===== src/isa_pkg.sv =====
// Instruction set of the 16-bit core.
// The opcode sits in bits 15:12. Codes 4'hC to 4'hF are illegal.
// Branch and jump offsets count words relative to PC+2.
package isa_pkg;

   localparam int WORD_W = 16;
   localparam int OPC_W  = 4;

   typedef logic [WORD_W-1:0] word_t;
   typedef logic [2:0]        reg_idx_t;

   typedef enum logic [OPC_W-1:0] {
      OP_HALT = 4'h0,
      OP_NOP  = 4'h1,
      OP_ADD  = 4'h2,
      OP_SUB  = 4'h3,
      OP_AND  = 4'h4,
      OP_XOR  = 4'h5,
      OP_ADDI = 4'h6,
      OP_LBI  = 4'h7,
      OP_LD   = 4'h8,
      OP_ST   = 4'h9,
      OP_BEQZ = 4'hA,
      OP_J    = 4'hB
   } opcode_e;

   // field positions
   localparam int OPC_MSB   = 15;
   localparam int RD_MSB    = 11;
   localparam int RD_LSB    = 9;
   localparam int RS_MSB    = 8;
   localparam int RS_LSB    = 6;
   localparam int RT_MSB    = 5;
   localparam int RT_LSB    = 3;
   localparam int IMM6_MSB  = 5;
   localparam int IMM9_MSB  = 8;
   localparam int IMM12_MSB = 11;

   // R-type      op rd rs rt
   // ADDI LD ST  op rd rs imm6, rd holds the store data
   // LBI BEQZ    op rd imm9
   // J           op imm12
   localparam word_t NOP_WORD = {OP_NOP, 12'h000};

endpackage


===== src/pipe_regs.sv =====
// IF/ID, ID/EX and EX/WB registers.
// Flush turns IF/ID and ID/EX into bubbles. Stall holds all three,
// and EX/WB retires nothing while stalled.
module pipe_regs import isa_pkg::*; (
   input  logic     clk,
   input  logic     rst_n,
   input  logic     stall,
   input  logic     flush,
   input  word_t    if_instr,
   input  word_t    if_pc2,
   input  reg_idx_t id_rd,
   input  reg_idx_t id_rs,
   input  reg_idx_t id_rt,
   input  word_t    id_a,
   input  word_t    id_b,
   input  word_t    id_imm,
   input  opcode_e  id_op,
   input  logic     id_wb_en,
   input  word_t    ex_result,
   input  logic     ex_wb_en,
   input  reg_idx_t ex_dst,
   output word_t    ifid_instr,
   output word_t    ifid_pc2,
   output reg_idx_t idex_rd,
   output reg_idx_t idex_rs,
   output reg_idx_t idex_rt,
   output word_t    idex_a,
   output word_t    idex_b,
   output word_t    idex_imm,
   output opcode_e  idex_op,
   output logic     idex_wb_en,
   output word_t    idex_pc2,
   output logic     wb_en,
   output reg_idx_t wb_dst,
   output word_t    wb_data
);

   // control part, bubbles are NOP with no write
   always_ff @(posedge clk or negedge rst_n) begin
      if (!rst_n) begin
         ifid_instr <= NOP_WORD;
         idex_op    <= OP_NOP;
         idex_wb_en <= 1'b0;
         wb_en      <= 1'b0;
      end else begin
         if (flush) begin
            ifid_instr <= NOP_WORD;
            idex_op    <= OP_NOP;
            idex_wb_en <= 1'b0;
         end else if (!stall) begin
            ifid_instr <= if_instr;
            idex_op    <= id_op;
            idex_wb_en <= id_wb_en;
         end
         wb_en <= ex_wb_en && !stall;
      end
   end

   // payload part
   always_ff @(posedge clk) begin
      if (!stall) begin
         ifid_pc2 <= if_pc2;
         idex_rd  <= id_rd;
         idex_rs  <= id_rs;
         idex_rt  <= id_rt;
         idex_a   <= id_a;
         idex_b   <= id_b;
         idex_imm <= id_imm;
         idex_pc2 <= ifid_pc2;
         wb_dst   <= ex_dst;
         wb_data  <= ex_result;
      end
   end

endmodule


===== config.mk =====
export PLATFORM = sky130hd
export DESIGN_NAME = pipe_regs
export DESIGN_NICKNAME = d
export VERILOG_FILES = /design/src/isa_pkg.sv /design/src/pipe_regs.sv
export SDC_FILE = /design/constraint.sdc
export NUM_CORES = 1
export LEC_CHECK = 0
export BUFFER_PORTS_ARGS = -buffer_cell sky130_fd_sc_hd__buf_4
export CAP_MARGIN = 15
export CORE_MARGIN = 2
export CORE_UTILIZATION = 39
export CTS_CLUSTER_DIAMETER = 50
export DETAILED_ROUTE_END_ITERATION = 6
export HOLD_SLACK_MARGIN = 0.05
export PLACE_DENSITY = 0.81
export SKIP_LAST_GASP = 1
export SYNTH_ARGS = -nofsm -noshare
export SYNTH_HDL_FRONTEND = slang
export SYNTH_SLANG_ARGS = --single-unit

===== constraint.sdc =====
create_clock -name clk -period 0.8 [get_ports clk]
set_input_delay 0 -clock clk [delete_from_list [all_inputs] [get_ports clk]]
set_output_delay 0 -clock clk [all_outputs]
set_load 0.05 [all_outputs]

* Yosys cells after proc, flatten, opt, wreduce, memory -nomap -nowiden
Cells that the tools add are included.
** Storage, ports and cells
- Register bits after elaboration :: 130
- Input port bits :: 118
- Output and inout port bits :: 130
** Cells by class
- Equality and inequality tests :: 1
- Mux-type cells :: 6
- Reduce and logical (&&, ||, !) cells :: 2
** Operator list (number)
- $mux W16 :: 2
- $mux W4 :: 2
- $mux W1 :: 2
- $ne A2 B1 Y1 const B :: 1
- $logic_and A1 B1 Y1 :: 1
- $logic_not A1 Y1 :: 1

* Depth between registers and ports, before layout
Gate-level depths: netlist (run 1).
- Depth after elaboration :: 2
- Mapped depth :: 4

* Worst setup path before layout (run 1)
OpenSTA, ideal clock, no wires.
- Kind :: input to register
- Start :: in stall
- End :: reg idex_a[0] (enable)
- Arrival :: 2.355 ns
- Slack :: -2.016 ns
- Stages on the path :: 3
- Buffers on the path :: 2
- Cells stage by stage :: buf_6 -> buf_12 -> inv_1
** RTL lines
- start, declared :: line pipe_regs.sv:7 : input logic stall,
- end signal, assigned :: line pipe_regs.sv:66 : idex_a <= id_a;
- end, declared :: line pipe_regs.sv:27 : output word_t idex_a,
No word-level cell between the ends.

* Worst setup path after layout (run 1)
- Start :: reg idex_op[0]
- End :: out idex_op[0]
** RTL lines
- start, declared :: line pipe_regs.sv:30 : output opcode_e idex_op,
- start signal, assigned :: line pipe_regs.sv:52 : idex_op <= id_op;
No word-level cell between the ends.

==> metrics.md, run 1 <==
| Metric | Value |
|---|---|
| Run status | `finished with violations` |
| Failing checks | `hold timing, setup timing` |
| Final wirelength | `approximately 15 mm` |
| Critical path data arrival time | `1.20 ns` |
| Main combinational cell family by area after synthesis | `multiplexers` |
| I/O pins | `248` |
| R2R cell count | `2` |
| Vias per Instance | `4.52` |
| Post-synthesis net count | `297` |
| Worst Setup Start Kind | `flip-flop` |
| Post-Route Utilization | `83.7%` |
| # diodes | `0` |
| DR DRC count | `0` |
| Final setup vio count | `147` |
| Slew headroom | `75.9%` |
| CTS tree | `yes` |
| Fin worst setup slack | `-0.399 ns` |
| Synth Cell Area | `4160 µm²` |
| Post-Synth Simple-Gate Area | `between 2 and 2.5%` |
| Post-synthesis cell count | `179` |
| Worst hold endpoint | `ifid_instr[3]` |
| Initial DRT Pass Iterations | `4` |
| Min-delay src | `stall` |
| Final cell count without fillers | `just over 700` |
| Root Buffer | `clkbuf_8` |
| WL per Instance | `20.0 µm` |
| CP max stage delay | `roughly 0.55 ns` |
| Crit Reg-Reg Startpoint | `ifid_pc2[9]` |
| Adder-cell share of the synthesized area | `0%` |
| Largest net degree at the start of global routing | `55` |
| Final Critical Period | `1.20 ns` |
| HP Class | `in -> reg` |
| DP HPWL | `around 7.6 mm` |
| Critical Path Slowest Stage Cell | `dfstp_2` |
| Worst r2r dst | `idex_pc2[9]` |
| Final GP Congestion | `0.737` |
| Synthesis warning total | `0` |
| Layout Area Growth over Synthesis | `108%` |
| Critical Path End Type | `primary output` |
| CTS buffer count | `17` |
| VDD IR max | `between 1 and 1.5 mV` |
| Htree depth | `4` |
| Final ANT Viol Nets | `0` |
| Global Route Usage Sum | `about 25%` |
| Clock sink count | `130` |
| Share of layout cells above drive strength 1 | `around 54%` |
| Pleak | `3.73 nW` |
| Max-cap violations | `0` |
| Chip width | `107 µm` |
| Hold Crit Depth | `4` |
| DIE HEIGHT | `approximately 110 µm` |
| Worst-path clk slew | `0.06 ns` |
| Initial Util | `40.3%` |
| DP Cell Count | `561` |
| Total gr overflow | `0` |
| Number of global-route vias before repair | `around 3700` |
| Slew Viols, Final | `0` |
| Via count | `3282` |
| PwrDens | `2320 nW/µm²` |
| Initial antenna violation count | `0` |
| Die area | `11500 µm²` |
| Post-synthesis xor/xnor area fraction | `0%` |
| Maximum root-to-sink buffer count | `2` |
| FF+latch count, synth | `between 100 and 150` |
| Port bufs | `about 250` |
| Initial DRC Count | `147` |
| Cell breakdown of the critical path | `buf_8` |
| Global-route wire length before repair | `just over 20 mm` |
| Slew @ Worst Pin | `around 0.36 ns` |
| CP Class | `reg -> out` |
| Period utilization | `150%` |
| Worst path bufs/invs | `1` |
| Min Hold Slack | `-0.0202 ns` |
| Flop2flop setup slack | `-0.14 ns` |
| Register area share after synthesis | `between 90% and 100%` |
| CP top delay family | `flip-flops` |
| Hold Fails Final Rpt | `2` |
| Unique cell type count in the Yosys netlist | `12` |
| Nets | `695` |
| Worst skew pair latency | `0.51 ns` |
| Core area | `10300 µm²` |
| Synth Area in Compound Gates | `0.421%` |
| Row count | `37` |
| Post-synthesis mux area share | `between 4 and 5%` |
| Setup_tns | `-37.57 ns` |
| Max FO, Critical Path | `2` |
| RSZ-0062 raised after global routing | `true` |
| Setup Skew | `0.00415 ns` |
| Critical Path RT | `0.80 ns` |
| F_max | `~830 MHz` |
| Avg Inst Size Synth | `between 20 and 25 µm²` |
## kinds of logic (layout without fill, tap and decap cells)
logic type / after synthesis / in the layout
compound gates: 2 / 2
buf+inv: 6 / 417
flops: 130 / 130
mux: 19 / 19
simple gates: 22 / 22
## where the power goes
group | leakage, nW | internal, W | switching [W]
Clock | 0.278 | 0.00473 | 0.00283
Combinational | 2.13 | 0.00182 | 0.00244
Sequential | 1.32 | 0.00794 | 0.000324
Total | 3.73 | 0.0145 | 0.00559
## through the flow
stage | instance area (µm²) | setup WS, ns | power (W)
floorplan | 4200 | -1.40 | 0.0102
CTS | 8520 | -0.428 | 0.0199
finish | 8640 | -0.399 | 0.0201
global placement | 6210 | -0.0638 | 0.0115
global route | 8640 | -0.435 | 0.0207
detailed placement | 6210 | -0.0760 | 0.0115
## final cells by class
cell class / count / area (µm²)
clock buffer: 18 / 418
clock inverter: 14 / 161
fill: 470 / 1680
inverter: 1 / 7.51
multi-input combinational: 43 / 304
sequential: 130 / 3820
tap: 136 / 170
timing repair buffer: 384 / 3760
## Yosys cell counts
| cell | n | area share, % |
|---|---|---|
| nor2b_1 | 2 | 0.30 |
| clkbuf_1 | 2 | 0.18 |
| nor2_1 | 19 | 1.7 |
| inv_1 | 1 | 0.090 |
| a211o_1 | 2 | 0.42 |
| buf_12 | 2 | 0.96 |
| mux2i_1 | 19 | 4.6 |
| buf_6 | 1 | 0.27 |
| dfstp_2 | 2 | 1.3 |
| dfrtp_1 | 20 | 12 |
| edfxtp_1 | 108 | 78 |
| and2b_2 | 1 | 0.21 |
## registers in the layout, summed over array words and instances, names as in the netlist
register / flops
idex_a: 16
idex_b: 16
idex_imm: 16
idex_pc2: 16
ifid_instr: 16
ifid_pc2: 16
wb_data: 16
idex_op: 4
idex_rd: 3
idex_rs: 3
idex_rt: 3
wb_dst: 3
idex_wb_en: 1
wb_en: 1
## cells in the final DEF (no fill, tap or decap), types with 3 or more instances in the layout
cell	n
buf_4	124
buf_6	134
buf_8	5
bufinv_16	3
clkbuf_16	17
clkinv_1	3
clkinvlp_4	3
dfrtp_2	19
dlygate4sd3_1	118
edfxtp_1	108
inv_6	3
mux2i_1	18
nor2_1	19
## layer usage
metal / track usage (%) / share of wire, %
met1: 24.5 / 33
met2: 47.2 / 57
met3: 8.35 / 7.7
met4: 10.2 / 2.6
met5: 0 / 0
## worst max-delay path by stage
stage,cells past startpoint,slack [ns],from,end
floorplan,3,-1.40,stall,idex_a[0]
global route,1,-0.44,idex_op[0],idex_op[0]
detailed placement,3,-0.08,stall,idex_imm[5]
global placement,3,-0.06,stall,wb_dst[2]
finish,1,-0.40,idex_op[0],idex_op[0]
CTS,1,-0.43,idex_op[0],idex_op[0]
## repair_timing
item | CTS | global route
endpoints found under the hold margin | 136 | 9
buffers inserted | 8 | 11
gates cloned | 0 | 1
pin swaps | 0 | 4
endpoints found under the setup margin | 130 | 161
hold buffers | 118 | 1
gates resized for setup | 132 | 13
No activity file was read; power rests on OpenSTA's default activity.
==> run 2, diff against run 1 <==
--- a/config.mk
+++ b/config.mk
@@ -8,11 +8,11 @@
 export BUFFER_PORTS_ARGS = -buffer_cell sky130_fd_sc_hd__buf_4
 export CAP_MARGIN = 15
 export CORE_MARGIN = 2
-export CORE_UTILIZATION = 39
+export CORE_UTILIZATION = 43
 export CTS_CLUSTER_DIAMETER = 50
 export DETAILED_ROUTE_END_ITERATION = 6
 export HOLD_SLACK_MARGIN = 0.05
-export PLACE_DENSITY = 0.81
+export PLACE_DENSITY = 0.84
 export SKIP_LAST_GASP = 1
 export SYNTH_ARGS = -nofsm -noshare
 export SYNTH_HDL_FRONTEND = slang
==> constraint.sdc (replaced) <==
create_clock -name clk -period 1.15 [get_ports clk]
set_input_delay 0 -clock clk [delete_from_list [all_inputs] [get_ports clk]]
set_output_delay 0 -clock clk [all_outputs]
set_load 0.05 [all_outputs]
==> metrics.md, run 2 <==
| Metric | Value |
|---|---|
| DIE HEIGHT | `102 µm (was 107 µm)` |
| Post-synth ARST share | `16.9% (unchanged)` |
| Number of synthesized flops with an enable pin | `108 (unchanged)` |
| Post-synth top cells | `edfxtp_1, dfrtp_1, mux2i_1, nor2_1 (unchanged)` |
| Htree depth | `4 (unchanged)` |
| Top cell type's share of synthesized area | `78.0% (unchanged)` |
| Final GP Congestion | `0.709 (was 0.737)` |
| Synth Cell Area | `4160 µm² (unchanged)` |
| DP Cell Count | `554 (was 561)` |
| Most common cell in the netlist | `edfxtp_1 (unchanged)` |
| Avg Inst Size Synth | `23.2 µm² (unchanged)` |
| Chip width | `102 µm (was 107 µm)` |
| CTS buffer count | `17 (unchanged)` |
| Run status | `did not finish (was finished with violations)` |
| Row count | `35 (was 37)` |
| Register area share after synthesis | `91.3% (unchanged)` |
| FF+latch count, synth | `130 (unchanged)` |
| Initial Util | `44.6% (was 40.3%)` |
| Clock sink count | `130 (unchanged)` |
| Synth area leaders | `edfxtp_1, dfrtp_1, mux2i_1, nor2_1, dfstp_2 (unchanged)` |
| I/O pins | `248 (unchanged)` |
| DP HPWL | `7.55 mm (was 7.60 mm)` |
| Error that ended the run | `[ERROR RSZ-0060] Max buffer count reached.` |
| Post-CTS sizing | `4 (was 132)` |
| Port bufs | `247 (unchanged)` |
| Post-synthesis cell count | `179 (unchanged)` |
| Post-CTS Hold Fix Bufs | `118 (unchanged)` |
| Root Buffer | `clkbuf_8 (unchanged)` |
| Unique cell type count in the Yosys netlist | `12 (unchanged)` |
| Maximum root-to-sink buffer count | `2 (unchanged)` |
| # Post-CTS Setup Buffers | `1 (was 8)` |
| Failed at | `4_1_cts` |
| Area leader, netlist | `edfxtp_1 (unchanged)` |
| Post-synthesis net count | `297 (unchanged)` |
| Ys flop type | `edfxtp_1 (unchanged)` |
| Synthesis warning total | `0 (unchanged)` |
[run 2: cells by family after synthesis]
| logic type | Yosys count | synth area share, % |
|---|---|---|
| muxes | 19 | 4.57 |
| and+or+nand+nor | 22 | 2.23 |
| AOI/OAI and AO/OA | 2 | 0.421 |
| DFF | 130 | 91.3 |
| buffers and inverters | 6 | 1.50 |
[run 2: through the flow]
stage               TNS [ns]  hold slack (ns)  instance area (µm²)  setup slack [ns]
floorplan            -113.02           -0.296                 4170             -1.05
detailed placement         0           -0.101                 6170             0.257
global placement           0           -0.105                 6170             0.266
==> run 3, diff against run 2 <==
--- a/config.mk
+++ b/config.mk
@@ -8,11 +8,9 @@
 export BUFFER_PORTS_ARGS = -buffer_cell sky130_fd_sc_hd__buf_4
 export CAP_MARGIN = 15
 export CORE_MARGIN = 2
-export CORE_UTILIZATION = 43
-export CTS_CLUSTER_DIAMETER = 50
+export CORE_UTILIZATION = 35
 export DETAILED_ROUTE_END_ITERATION = 6
-export HOLD_SLACK_MARGIN = 0.05
-export PLACE_DENSITY = 0.84
+export PLACE_DENSITY_LB_ADDON = 0.15
 export SKIP_LAST_GASP = 1
 export SYNTH_ARGS = -nofsm -noshare
 export SYNTH_HDL_FRONTEND = slang
==> metrics.md, run 3 (synthesis results as in run 1) <==
| Metric | Value |
|---|---|
| Power share of the clock group | `~36%` |
| Internal | `~0.0094 W` |
| Pleak | `~3.5 nW` |
| Htree depth | `4 (unchanged)` |
| Vias per Instance | `4.29` |
| Final wirelength | `11.5 mm` |
| Critical path data arrival time | `1.19 ns` |
| DIE HEIGHT | `113 µm (was 102 µm)` |
| Most frequent cells in the layout | `buf_4, dlygate4sd3_1, edfxtp_1` |
| Final GP Congestion | `0.707 (was 0.709)` |
| Period utilization | `97.4%` |
| Root Buffer | `clkbuf_16 (was clkbuf_8)` |
| DP Area | `6180 µm² (was 6170 µm²)` |
| CTS tree | `yes` |
| VDD IR max | `roughly 1.2 mV` |
| Final cell area excluding filler cells | `7890 µm²` |
| HP Class | `in -> async` |
| Critical Path Slowest Stage Cell | `dlygate4sd3_1` |
| Flop2flop setup slack | `around 0.4 ns` |
| Core area | `11500 µm²` |
| I/O pins | `248 (unchanged)` |
| Cell breakdown of the critical path | `dlygate4sd3_1, buf_4, clkinvlp_4, buf_12` |
| Die area | `~13000 µm²` |
| CP top delay family | `buffers and inverters` |
| Slew Viols, Final | `0` |
| Critical Path RT | `1.22 ns` |
| Crit Reg-Reg Startpoint | `ifid_instr[12]` |
| R2R cell count | `1` |
| Run status | `finished with violations (was did not finish)` |
| Layout Area Growth over Synthesis | `89.6%` |
| Worst r2r dst | `ifid_instr[12]` |
| Nets | `678` |
| Worst skew pair latency | `roughly 0.40 ns` |
| Worst-path clk slew | `0.06 ns` |
| Initial DRT Pass Iterations | `6` |
| Clock sink count | `130 (unchanged)` |
| # diodes | `0` |
| Port bufs | `247 (unchanged)` |
| Total gr overflow | `0` |
| Hold Fails Final Rpt | `0` |
| Global-route wire length before repair | `between 15 and 20 mm` |
| Setup Skew | `0.00597 ns` |
| RSZ-0062 raised after global routing | `false` |
| Global Route Usage Sum | `18.1%` |
| Final Critical Period | `1.12 ns` |
| Post-Route Utilization | `68.5%` |
| CP max stage delay | `around 0.54 ns` |
| Maximum root-to-sink buffer count | `2 (unchanged)` |
| CTS buffer count | `17 (unchanged)` |
| Chip width | `113 µm (was 102 µm)` |
| Commonest non-fill, non-tap cell in the layout | `buf_4` |
| Slew @ Worst Pin | `0.317 ns` |
| DR DRC count | `20` |
| Worst Setup Start Kind | `primary input` |
| Via count | `3073` |
| Switching Share | `27.4%` |
| Worst path bufs/invs | `4` |
| Row count | `39 (was 35)` |
| F_max | `approximately 900 MHz` |
| CP Class | `in -> reg` |
| DP HPWL | `7.33 mm (was 7.55 mm)` |
| Share of layout cells above drive strength 1 | `48.7%` |
| PwrDens | `1640 nW/µm²` |
| Critical Path End Type | `flip-flop` |
| Number of global-route vias before repair | `3251` |
| Net switching power figure | `0.00356 W` |
| Initial Util | `36.1% (was 44.6%)` |
| Sequential share of power | `a little over two fifths` |
| Max-cap violations | `0` |
| Final ANT Viol Nets | `0` |
| Gate power share | `20.2%` |
| Initial DRC Count | `225` |
| Failing checks | `DRC` |
| Max FO, Critical Path | `58` |
| Final setup vio count | `0` |
| Initial antenna violation count | `0` |
| WL per Instance | `16.1 µm` |
| Slew headroom | `78.9%` |
| Largest net degree at the start of global routing | `59` |
-- run 3: how the worst max path moves through the flow --
stage | from | endpoint | slack, ns | cells past startpoint
finish | stall | wb_data[13] | 0.03 | 4
global route | stall | idex_imm[15] | 0.01 | 4
CTS | ifid_instr[12] | ifid_instr[12] | 0.005 | 1
detailed placement | stall | idex_b[5] | 0.19 | 3
global placement | stall | idex_b[10] | 0.19 | 3
floorplan | stall | idex_a[0] | -1.05 | 3
-- run 3: power by group through the flow --
stage	Sequential (W)	Clock (W)	Combinational, W
global placement	0.00570	0	0.00228
detailed placement	0.00572	0	0.00230
floorplan	0.00694	0	0.000164
finish	0.00563	0.00471	0.00262
CTS	0.00563	0.00479	0.00263
global route	0.00567	0.00498	0.00272
-- run 3: cell type report --
cell class              count  area, µm²
flip-flops and latches    130       3800
well taps                 143        179
repair buffers            367       3080
clock buffers              27        493
inverters                   1       7.51
fillers                   798       3630
clock inverters             5       30.0
multi-input cells          43        300
-- run 3: what timing repair did --
item | 4_1_cts | 5_1_grt
endpoints found under the setup margin | 0 | 2
setup buffers | 0 | 0
endpoints found under the hold margin | 136 | 0
resized for setup | 0 | 2
hold buffers | 117 | 0
-- run 3: per-layer routing --
layer  global-route usage (%)  up-vias  share of wire [%]
met3                     6.75       26                9.2
li1                         -     1439                  -
met5                        0        -                  0
met1                     19.3     1448                 36
met4                     8.70        0                2.7
met2                     31.7      160                 52
-- run 3: stage by stage --
step	hold slack [ns]	std cells	setup slack (ns)	power (W)	TNS [ns]
floorplan	-0.296	179	-1.05	0.00710	-113.02
global placement	-0.0973	567	0.193	0.00799	0
detailed placement	-0.0945	567	0.186	0.00801	0
CTS	0.0125	716	0.00495	0.0130	0
global route	0.0631	716	0.0109	0.0134	0
finish	0.0469	716	0.0303	0.0130	0
