$ cat config.mk
export PLATFORM = sky130hd
export DESIGN_NAME = decode
export DESIGN_NICKNAME = d
export VERILOG_FILES = /design/src/isa_pkg.sv /design/src/decode.sv
export SDC_FILE = /design/constraint.sdc
export NUM_CORES = 1
export LEC_CHECK = 0
export BUFFER_PORTS_ARGS = -buffer_cell sky130_fd_sc_hd__buf_2
export CAP_MARGIN = 20
export CORE_MARGIN = 10
export CORE_UTILIZATION = 30
export DETAILED_ROUTE_END_ITERATION = 10
export PLACE_DENSITY = 0.57
export SETUP_SLACK_MARGIN = 0.4
export SYNTH_ARGS = -nofsm -noshare
export SYNTH_HDL_FRONTEND = slang
export SYNTH_SLANG_ARGS = --single-unit
$ cat constraint.sdc
create_clock -name clk -period 3.9 [get_ports clk]
set_input_delay 1.17 -clock clk [delete_from_list [all_inputs] [get_ports clk]]
set_output_delay 1.17 -clock clk [all_outputs]
set_load 0.005 [all_outputs]
$ cat src/isa_pkg.sv
// Instruction set of the 16-bit core.
// The opcode sits in bits 15:12. Codes 4'hC to 4'hF are illegal.
// Branch and jump offsets count words relative to PC+2.
package isa_pkg;

   localparam int WORD_W = 16;
   localparam int OPC_W  = 4;

   typedef logic [WORD_W-1:0] word_t;
   typedef logic [2:0]        reg_idx_t;

   typedef enum logic [OPC_W-1:0] {
      OP_HALT = 4'h0,
      OP_NOP  = 4'h1,
      OP_ADD  = 4'h2,
      OP_SUB  = 4'h3,
      OP_AND  = 4'h4,
      OP_XOR  = 4'h5,
      OP_ADDI = 4'h6,
      OP_LBI  = 4'h7,
      OP_LD   = 4'h8,
      OP_ST   = 4'h9,
      OP_BEQZ = 4'hA,
      OP_J    = 4'hB
   } opcode_e;

   // field positions
   localparam int OPC_MSB   = 15;
   localparam int RD_MSB    = 11;
   localparam int RD_LSB    = 9;
   localparam int RS_MSB    = 8;
   localparam int RS_LSB    = 6;
   localparam int RT_MSB    = 5;
   localparam int RT_LSB    = 3;
   localparam int IMM6_MSB  = 5;
   localparam int IMM9_MSB  = 8;
   localparam int IMM12_MSB = 11;

   // R-type      op rd rs rt
   // ADDI LD ST  op rd rs imm6, rd holds the store data
   // LBI BEQZ    op rd imm9
   // J           op imm12
   localparam word_t NOP_WORD = {OP_NOP, 12'h000};

endpackage

$ cat src/decode.sv
// Decode and register read. The file is written before it is read, so a
// value retiring this cycle is already visible to the instruction here.
// For ST and BEQZ the second read port reads the rd field.
module decode import isa_pkg::*; (
   input  logic     clk,
   input  logic     rst_n,
   input  word_t    instr,
   input  logic     wb_en,
   input  reg_idx_t wb_dst,
   input  word_t    wb_data,
   output reg_idx_t rd,
   output reg_idx_t rs,
   output reg_idx_t rt,
   output word_t    a,
   output word_t    b,
   output word_t    imm,
   output opcode_e  op,
   output logic     wr_en,
   output logic     err
);

   word_t   rf [8];
   opcode_e raw_op;
   word_t   imm6_ext;
   word_t   imm9_ext;
   word_t   imm12_ext;

   assign raw_op    = opcode_e'(instr[OPC_MSB -: OPC_W]);
   assign rd        = instr[RD_MSB:RD_LSB];
   assign rs        = instr[RS_MSB:RS_LSB];
   assign imm6_ext  = {{(WORD_W-IMM6_MSB-1){instr[IMM6_MSB]}}, instr[IMM6_MSB:0]};
   assign imm9_ext  = {{(WORD_W-IMM9_MSB-1){instr[IMM9_MSB]}}, instr[IMM9_MSB:0]};
   assign imm12_ext = {{(WORD_W-IMM12_MSB-1){instr[IMM12_MSB]}}, instr[IMM12_MSB:0]};

   always_comb begin
      op    = raw_op;
      rt    = instr[RT_MSB:RT_LSB];
      imm   = '0;
      wr_en = 1'b0;
      err   = 1'b0;
      case (raw_op)
         OP_ADD, OP_SUB, OP_AND, OP_XOR: wr_en = 1'b1;
         OP_ADDI, OP_LD: begin
            imm   = imm6_ext;
            wr_en = 1'b1;
         end
         OP_ST: begin
            imm = imm6_ext;
            rt  = rd;
         end
         OP_LBI: begin
            imm   = imm9_ext;
            wr_en = 1'b1;
         end
         OP_BEQZ: begin
            imm = imm9_ext;
            rt  = rd;
         end
         OP_J: imm = imm12_ext;
         OP_HALT, OP_NOP: ;
         default: begin
            // unknown code goes down the pipe as a NOP
            op  = OP_NOP;
            err = 1'b1;
         end
      endcase
   end

   // read with bypass from the retiring instruction
   assign a = (wb_en && wb_dst == rs) ? wb_data : rf[rs];
   assign b = (wb_en && wb_dst == rt) ? wb_data : rf[rt];

   always_ff @(posedge clk or negedge rst_n) begin
      if (!rst_n) begin
         for (int i = 0; i < 8; i++) begin
            rf[i] <= '0;
         end
      end else if (wb_en) begin
         rf[wb_dst] <= wb_data;
      end
   end

   a_legal_op: assert property (
      @(posedge clk) disable iff (!rst_n)
      op inside {OP_HALT, OP_NOP, OP_ADD, OP_SUB, OP_AND, OP_XOR,
                 OP_ADDI, OP_LBI, OP_LD, OP_ST, OP_BEQZ, OP_J}
   );

endmodule

[Yosys cells after proc, flatten, opt, wreduce, memory -nomap -nowiden]
Index checks and enable logic that the tools add are counted.
Storage, ports and cells
  bits in registers: 128
  latch bits: 0
  memory bits (writable): 0
  memory bits (read-only): 0
  bits of input ports: 38
  logic and storage cells: 53
  memories: 0
Cells by class
  $add $sub $neg: 0
  $mul: 0
  divide/modulo/power cells: 0
  magnitude comparators: 4
  equality and inequality tests: 13
  shift-type cells: 0
  mux-type cells: 16
  bitwise logic cells: 3
  reduce and logical (&&, ||, !) cells: 9
Operator list (number)
  bitwise mux 128 bit: 1
  2-to-1 mux 16 bit: 7
  binary-select mux 16 bit (select 3 bit): 2
  demux 16 bit (select 3 bit): 1
  one-hot mux 16 bit (3 select lines): 1
  equality test 4 x 3 -> 1 bit, second input constant: 4
  equality test 4 bit, second input constant: 4
  greater-or-equal comparator 4 bit, second input constant: 3
  inverter 3 -> 4 bit: 3
  OR reduction 12 bit: 1
  equality test 4 x 2 -> 1 bit, second input constant: 2
  OR reduction 7 bit: 1
  equality test 3 bit: 2
  equality test 4 x 1 -> 1 bit, second input constant: 1
  zero test 4 bit: 1
  less-than comparator 4 x 1 -> 1 bit, second input constant: 1
  2-to-1 mux 4 bit: 1
  OR reduction 2 bit: 2
  logical AND 1 bit: 3
  2-to-1 mux 3 bit: 1
  OR reduction 3 bit: 1
  2-to-1 mux 1 bit: 2

[Logic depth before layout (Yosys ltp)]
Gate-level depths: netlist of the first run.
  depth after elaboration: 8
  gate-level depth with buffers: 9
  mapped depth without buffers: 7

[Least setup slack after synthesis of the first run]
Ideal clock, no wire load.
  path type: input-to-output
  start: input instr[13]
  end: output b[10]
  arrival: 2861 ps
  data required time: 2730 ps
  setup slack: -131 ps
  stages on the path: 9
  path buffers: 3
  cells stage by stage: buf_6 > xor2_2 > nand2_4 > mux2_4 > xnor2_1 > and4_1 > buf_6 > buf_12 > mux2_1
Between the ends
  word-level cells in the longest chain between the ends: 8
  elaborated cells between the ends (all ways): 11
  those cells by class: eq/ne (3); mux (5); bitwise (1); reduce/logical (2)
RTL lines
  from (decl): RTL line decode.sv:7  | input word_t instr,
  equality test 4 bit: RTL line decode.sv:41  | case (raw_op)
  OR reduction 2 bit (no source line) (*)
  2-to-1 mux 3 bit (*): RTL line decode.sv:41
  net rt[2]: RTL line decode.sv:13  | output reg_idx_t rt,
  inverter 3 -> 4 bit (not written as such): RTL line decode.sv:71  | assign b = (wb_en && wb_dst == rt) ? wb_data : rf[rt];
  binary-select mux 16 bit (select 3 bit): RTL line decode.sv:71
  2-to-1 mux 16 bit (not written as such) (2 in a row): RTL line decode.sv:71
  2-to-1 mux 16 bit (*): RTL line decode.sv:71
  to (decl): RTL line decode.sv:15  | output word_t b,
Mark *: on every way through the listed nets, which the timed path passes. The rest lies on a longest branch. The select of a mux whose other input is x is not followed.

[Worst setup path after layout of the first run]
  start: input instr[12]
  end: output b[3]
Between the ends
  word-level cells in the longest chain between the ends: 8
  elaborated cells between the ends (all ways): 11
  those cells by class: eq/ne (3); mux (5); bitwise (1); reduce/logical (2)
RTL lines (RTL line)
  equality test 4 bit: decode.sv:41
  OR reduction 2 bit (no source line) (*)
  2-to-1 mux 3 bit (*): decode.sv:41
  inverter 3 -> 4 bit (not written as such): decode.sv:71
  binary-select mux 16 bit (select 3 bit): decode.sv:71
  2-to-1 mux 16 bit (not written as such) (2 in a row): decode.sv:71
  2-to-1 mux 16 bit (*): decode.sv:71
Mark *: on every way between the ends. The rest lies on a longest branch, timed or not. The select of a mux whose other input is x is not followed.

==> summary.log, run 1 <==
INFO  timing         maxSlewViolCount=0
INFO  timing         max_clock_freq=236MHz
INFO  place          io_buffer_count=100
INFO  setup_path     setup.worst_path.class=in2out
INFO  floorplanning  floorplan.die.height=182um
INFO  final_layout   largest_reg_flops=128
INFO  global_route   gr-usage-met3=0.0366
INFO  cts            tritoncts=yes
INFO  final_layout   syn2layout_area_growth=40.1%
INFO  timing         hold_viol=0
INFO  logic_synthesis synth_enable_flop_cells=0
INFO  logic_synthesis yosys_warning_total=0
INFO  setup_path     crit_path_max_fanout=8
INFO  power          power.leakage=4.79nW
INFO  worst_hold_path tightest_hold_check_type=reg2reg
INFO  setup_path     worst_setup_path_start_kind=input pin
INFO  timing         fin_crit_sh=1.09
INFO  timing         finalCriticalPeriod=4.24ns
INFO  cts            cts_htree_levels=4
INFO  place          dp_cells=1070
INFO  logic_synthesis syn_inst=634
INFO  final_layout   antenna_diodes=0
INFO  global_route   number_of_antenna_violations_at_the_first_check_in_global_routing=1
INFO  run_status     outcome=complete, but fails checks
INFO  cts            clk_latency=0.41ns
INFO  floorplanning  start_util=0.304
INFO  logic_synthesis synth_async_sr_flop_share=1.00
INFO  logic_synthesis syn-cell-area=0.00791mm2
INFO  timing         setup_ws=-0.342ns
INFO  cts            numCtsBuffers=17
INFO  timing         grt_setup_unrepaired=true
INFO  place          dp_hpwl=15000um
INFO  global_route   grtUsageMet1=0.183
INFO  final_layout   most_frequent_cells_in_the_layout=mux2_2 (132), dfrtp_1 (128), buf_2 (82)
INFO  logic_synthesis synth_fp_nets=672
INFO  floorplanning  fp-row-count=59
INFO  worst_hold_path worstHoldEndpoint=rf[3]$_DFFE_PN0P_
INFO  global_route   gr-max-usage-layer=met2
INFO  logic_synthesis yosys_most_used_dff=dfrtp_1
INFO  cts            clockBufferDepth=2
INFO  floorplanning  die-area=0.0333mm2
INFO  route          drt_first_pass_iters=5
INFO  global_route   global_route.overflow_total=0
INFO  global_route   pin_count_of_the_biggest_net_entering_global_routing=51
INFO  route          viasPerCell=5.39
INFO  cts            cts.sinks=128
INFO  timing         finalClockSkew=0ns
INFO  setup_path     timing.rr.end=rf[64]$_DFFE_PN0P_
INFO  final_layout   layout_commonest_cell=mux2_2
INFO  final_layout   layout.cells.non_filler=1136
INFO  final_layout   finish.net_count=826
INFO  logic_synthesis synth_sequential_area_ratio=0.405
INFO  logic_synthesis synth_cell_type_count=50
INFO  setup_path     rr_worst_depth=1
INFO  route          routedWlPerCell=22.7um
INFO  final_layout   fraction_of_layout_cells_with_a_size_suffix_above_1=0.653
INFO  run_status     violations=setup timing
INFO  setup_path     ff2ff_setup_slack=3.08ns
INFO  global_route   grt_pass1_vias=6280
INFO  worst_hold_path hold_critical_path_depth=1
INFO  worst_hold_path holdCritStartpoint=rf[3]$_DFFE_PN0P_
INFO  flow_run       cap_viol_max_count=0
INFO  power          irDropWorstVdd=0.303mV
INFO  floorplanning  die_w=182um
INFO  route          drc_errors=0
INFO  timing         max_slew.worst_pin.slew=0.702ns
INFO  power          p_per_area=454mW/mm2
INFO  setup_path     end_kind=output port
INFO  logic_synthesis postSynthRegisterBits=128
INFO  timing         setup_failing_eps_final=16
INFO  final_layout   largest-register=rf
INFO  floorplanning  boundaryPins=101
INFO  global_route   globalRouteTotalUtil=0.149
INFO  power          power=5.03mW
INFO  cts            clkSlewWorstSetupHoldPaths=0.06ns
INFO  global_route   grt_pass1_wl=38500um
INFO  place          gp_congestion=0.793
INFO  global_route   globalRouteMet2Util=0.258
INFO  setup_path     timing.critical_path.required=2.73ns
INFO  setup_path     regToRegStartpoint=rf[64]$_DFFE_PN0P_
INFO  route          route.antenna.remaining_nets=0
INFO  timing         maxSlewHeadroom=0.532
INFO  floorplanning  core_region_area=0.0260mm2
INFO  cts            ctsRootBufferMaster=clkbuf_16
INFO  route          drt-initial-drc-count=413
INFO  final_layout   final_design_area_no_fill=0.0111mm2
INFO  route          drt_wl_total=25800um
INFO  logic_synthesis syn_area_per_cell=12.5um2
INFO  setup_path     worst_ep_arrival=3.07ns
INFO  final_layout   reg_top3=rf: 128 flops
INFO  route          num_vias=6124
INFO  place          detailed_place.area=0.00916mm2
==> worst max-delay path by stage <==
stage          slack [ns]  cells after the start  endpoint       from
6_report            -0.34                     11      b[3]  instr[12]
5_1_grt             -0.44                     11      b[2]  instr[12]
4_1_cts             -0.35                     12      b[3]  instr[14]
3_5_place_dp        -0.61                     11      b[3]  instr[13]
3_3_place_gp        -0.55                     11      b[2]  instr[13]
2_1_floorplan       -0.07                      9     b[10]  instr[13]
==> synthesized netlist by cell type, drive strengths merged, types with 7 or more instances <==
master   number  area [um2]
a2111oi      16         144
a211oi       48         360
a21o          7        52.6
a21oi        19        95.1
and2          7        43.8
and3         50         313
buf          54         393
clkbuf       22        83.8
dfrtp       128        3200
mux2        146        1660
mux2i        33         334
mux4         32         721
nand2         9        43.8
nor2         20        75.1
o21ai         7        46.3
xnor2         7        80.1
==> final cells by class <==
class / instances / area [um2]
Inverter: 4 / 20.0
Tap cell: 335 / 419
Fill cell: 2374 / 14900
Clock inverter: 11 / 130
Multi-Input combinational cell: 426 / 4840
Clock buffer: 21 / 470
Timing Repair Buffer: 211 / 1990
Sequential cell: 128 / 3200
==> per-layer routing <==
layer | share of wire | vias to the layer above | wire [um]
met5 | 0.00050 | - | 13
met4 | 0.018 | 2 | 459
met3 | 0.064 | 36 | 1640
met2 | 0.50 | 222 | 12800
met1 | 0.42 | 3149 | 10800
li1 | - | 2715 | -
==> worst max-delay path: stages <==
cell       delay, ns
buf_12          0.12
xnor2_4         0.17
o21ai_4         0.26
nand2_4         0.14
buf_12          0.17
buf_12          0.14
mux2i_1         0.14
a2111oi_2       0.37
buf_4           0.17
mux2_2          0.13
buf_2           0.10
==> what timing repair did <==
item / CTS / global route
endpoints found under the hold margin: 0 / 0
pin swaps: 27 / 20
resized for setup: 126 / 60
hold buffers: 0 / 0
setup buffers: 17 / 7
setup endpoints to repair: 39 / 39
gates cloned: 8 / 2
==> power by group <==
group,switching [mW],internal [mW]
sequential,0.240,1.62
clock,0.592,0.996
combinational,0.638,0.942
total,1.47,3.56
==> metrics by stage <==
step | hold WS (ns) | utilization | setup slack [ns] | TNS [ns]
floorplan | 0.489 | - | -0.0723 | -0.723
global placement | 0.505 | 0.353 | -0.554 | -6.80
detailed placement | 0.511 | 0.353 | -0.611 | -6.78
CTS | 0.524 | 0.411 | -0.350 | -4.86
global route | 0.536 | 0.426 | -0.436 | -5.96
finish | 0.528 | 0.426 | -0.342 | -4.77
==> cell families after synthesis <==
family / after synthesis / synth area share
xor+xnor: 8 / 0.0122
flops: 128 / 0.405
compound gates: 100 / 0.0935
simple gates: 107 / 0.0834
buf+inv: 80 / 0.0625
mux: 211 / 0.344
(Power assumes the default switching activity.)
==> inputs of run 2 (changes only) <==
Settings changed: CORE_UTILIZATION 30 to 53, PLACE_DENSITY 0.57 to 0.85, REMOVE_ABC_BUFFERS set to 1.
==> run 2 against run 1 <==
The run still ends with setup timing left. Maximum frequency down 3.1%. Combinational power increased by 6%. Via count grew 14%. Clock power grew 12%. First-iteration DRC count rose by 130%. Largest cell class unchanged. Highest routed layer is now met4.
==> summary.log, run 2 (same netlist as run 1, synthesis figures left out) <==
INFO  run_status     outcome=complete, but fails checks
INFO  run_status     violations=setup timing
INFO  final_layout   antenna_diodes=0
INFO  global_route   grt_pass1_vias=7186
INFO  power          combPwrFrac=0.310
INFO  worst_hold_path holdCritStartpoint=rf[2]$_DFFE_PN0P_
INFO  power          p_per_area=496mW/mm2
INFO  final_layout   largest_reg_flops=128
INFO  route          routedWlPerCell=31.9um
INFO  setup_path     regToRegStartpoint=rf[71]$_DFFE_PN0P_
INFO  place          gp_congestion=0.931
INFO  setup_path     setup.worst_path.class=in2out
INFO  place          dp_hpwl=15400um
INFO  timing         max_slew.worst_pin.slew=0.932ns
INFO  power          switching_share=0.314
INFO  power          power=5.40mW
INFO  final_layout   num-fill-cells=761
INFO  route          route.antenna.remaining_nets=0
INFO  power          power_frac_clock=0.330
INFO  route          viasPerCell=7.23
INFO  timing         maxSlewHeadroom=0.376
INFO  floorplanning  boundaryPins=101
INFO  cts            ctsRootBufferMaster=clkbuf_16
INFO  timing         setup_ws=-0.479ns
INFO  global_route   pin_count_of_the_biggest_net_entering_global_routing=55
INFO  cts            numCtsBuffers=17
INFO  final_layout   reg_top3=rf: 128 flops
INFO  cts            clockBufferDepth=2
INFO  floorplanning  die_w=142um
INFO  power          part_of_the_total_power_dissipated_in_sequential_elements=0.360
INFO  final_layout   finish.net_count=808
INFO  final_layout   largest-register=rf
INFO  global_route   global_route.overflow_total=0
INFO  timing         finalClockSkew=0ns
INFO  final_layout   regArea=0.00320mm2
INFO  timing         finalCriticalPeriod=4.38ns
INFO  global_route   grt_pass1_wl=42000um
INFO  setup_path     end_kind=output port
INFO  worst_hold_path tightest_hold_check_type=reg2reg
INFO  setup_path     critical_path.startpoint=instr[12]
INFO  power          power.leakage=4.75nW
INFO  setup_path     worst_setup_path_start_kind=input pin
INFO  floorplanning  die-area=0.0202mm2
INFO  power          irDropWorstVdd=0.375mV
INFO  final_layout   most_frequent_cells_in_the_layout=mux2_2 (128), dfrtp_1 (128), buf_2 (75)
INFO  timing         grt_setup_unrepaired=true
INFO  timing         maxSlewViolCount=0
INFO  global_route   number_of_antenna_violations_at_the_first_check_in_global_routing=0
INFO  route          drt_first_pass_iters=6
INFO  final_layout   fraction_of_layout_cells_with_a_size_suffix_above_1=0.655
INFO  timing         hold_viol=0
INFO  final_layout   syn2layout_area_growth=37.7%
INFO  flow_run       cap_viol_max_count=0
INFO  cts            tritoncts=yes
INFO  cts            clkSlewWorstSetupHoldPaths=0.05ns
INFO  cts            cts_htree_levels=4
INFO  power          p_switching=1.70mW
INFO  route          drt-initial-drc-count=935
INFO  cts            clk_latency=0.42ns
INFO  route          drt_wl_total=30900um
INFO  floorplanning  start_util=0.542
INFO  timing         fin_crit_sh=1.12
INFO  setup_path     crit_path_max_fanout=16
INFO  final_layout   layout.cells.non_filler=967
INFO  floorplanning  fp-row-count=44
INFO  floorplanning  floorplan.die.height=142um
INFO  place          io_buffer_count=100
INFO  setup_path     timing.critical_path.required=2.73ns
INFO  cts            hold_buffers=0
INFO  power          cellInternalPower=3.70mW
INFO  cts            cts.sinks=128
INFO  timing         setup_failing_eps_final=16
INFO  place          dp_cells=910
INFO  setup_path     worst_ep_arrival=3.21ns
INFO  timing         max_clock_freq=228MHz
INFO  route          num_vias=6992
INFO  floorplanning  core_region_area=0.0146mm2
INFO  global_route   globalRouteTotalUtil=0.268
INFO  route          drc_errors=0
INFO  final_layout   multiInputGateArea=0.00488mm2
[run 2: cell count changes in the layout (fill, tap and decap cells not counted), sizes merged]
cell and delta:
bufinv +3, clkinvlp +5, buf -19, clkinv -3, clkbuf -2, inv -2
[run 2: final cells by class]
cell class              instances  area share
inverters                       4     0.00207
flip-flops and latches        128       0.294
clock buffers                  18      0.0403
clock inverters                14      0.0196
repair buffers                193       0.175
multi-input cells             426       0.448
well taps                     184      0.0211
[run 2: what timing repair did]
action                                  4_1_cts  5_1_grt
gates cloned                                  5        2
endpoints found under the setup margin       40       42
pin swaps                                    18       27
setup buffers                                10        8
resized for setup                           126       95
endpoints found under the hold margin         0        0
[run 2: layer usage]
layer  GRT usage  part of all wire
met1       0.306              0.34
met2       0.426              0.46
met3      0.0864              0.13
met4       0.172             0.071
met5           0                 0
[run 2: metrics by stage]
step           instance area (um2)  setup TNS [ns]  hold slack, ns   util  setup slack, ns
2_1_floorplan                 7430          -18.82           0.489      -            -1.20
3_3_place_gp                  8910           -7.01           0.500  0.611           -0.575
3_5_place_dp                  8910           -8.15           0.515  0.611           -0.609
4_1_cts                      10300           -5.24           0.528  0.708           -0.337
5_1_grt                      10900           -6.34           0.557  0.746           -0.508
6_report                     10900           -6.22           0.538  0.746           -0.479
[run 2: final timing paths]
| check | to | slack [ns] | cells past startpoint |
|---|---|---|---|
| max in group asynchronous | rf[2]$_DFFE_PN0P_ | 2.31 | 2 |
| setup / recovery | b[0] | -0.48 | 10 |
| hold / removal | rf[2]$_DFFE_PN0P_ | 0.54 | 1 |
| setup reg to reg | rf[71]$_DFFE_PN0P_ | 3.01 | 1 |
| min in group asynchronous | rf[31]$_DFFE_PN0P_ | 0.78 | 1 |
| hold reg to reg | rf[2]$_DFFE_PN0P_ | 0.54 | 1 |
[run 2: worst max-delay path, stage by stage]
cell       delay [ns]
buf_12           0.12
xor2_4           0.27
nand3_4          0.13
nand2_4          0.15
buf_12           0.19
mux2i_1          0.41
a2111oi_2        0.18
buf_4            0.17
mux2_4           0.26
buf_6            0.11
[run 2: power by group through the flow]
stage	sequential (mW)	clock, mW	combinational (mW)
6_report	1.94	1.78	1.67
3_3_place_gp	1.83	0	1.17
5_1_grt	1.95	1.83	1.74
4_1_cts	1.86	1.75	1.45
2_1_floorplan	1.78	0	0.750
3_5_place_dp	1.87	0	1.22
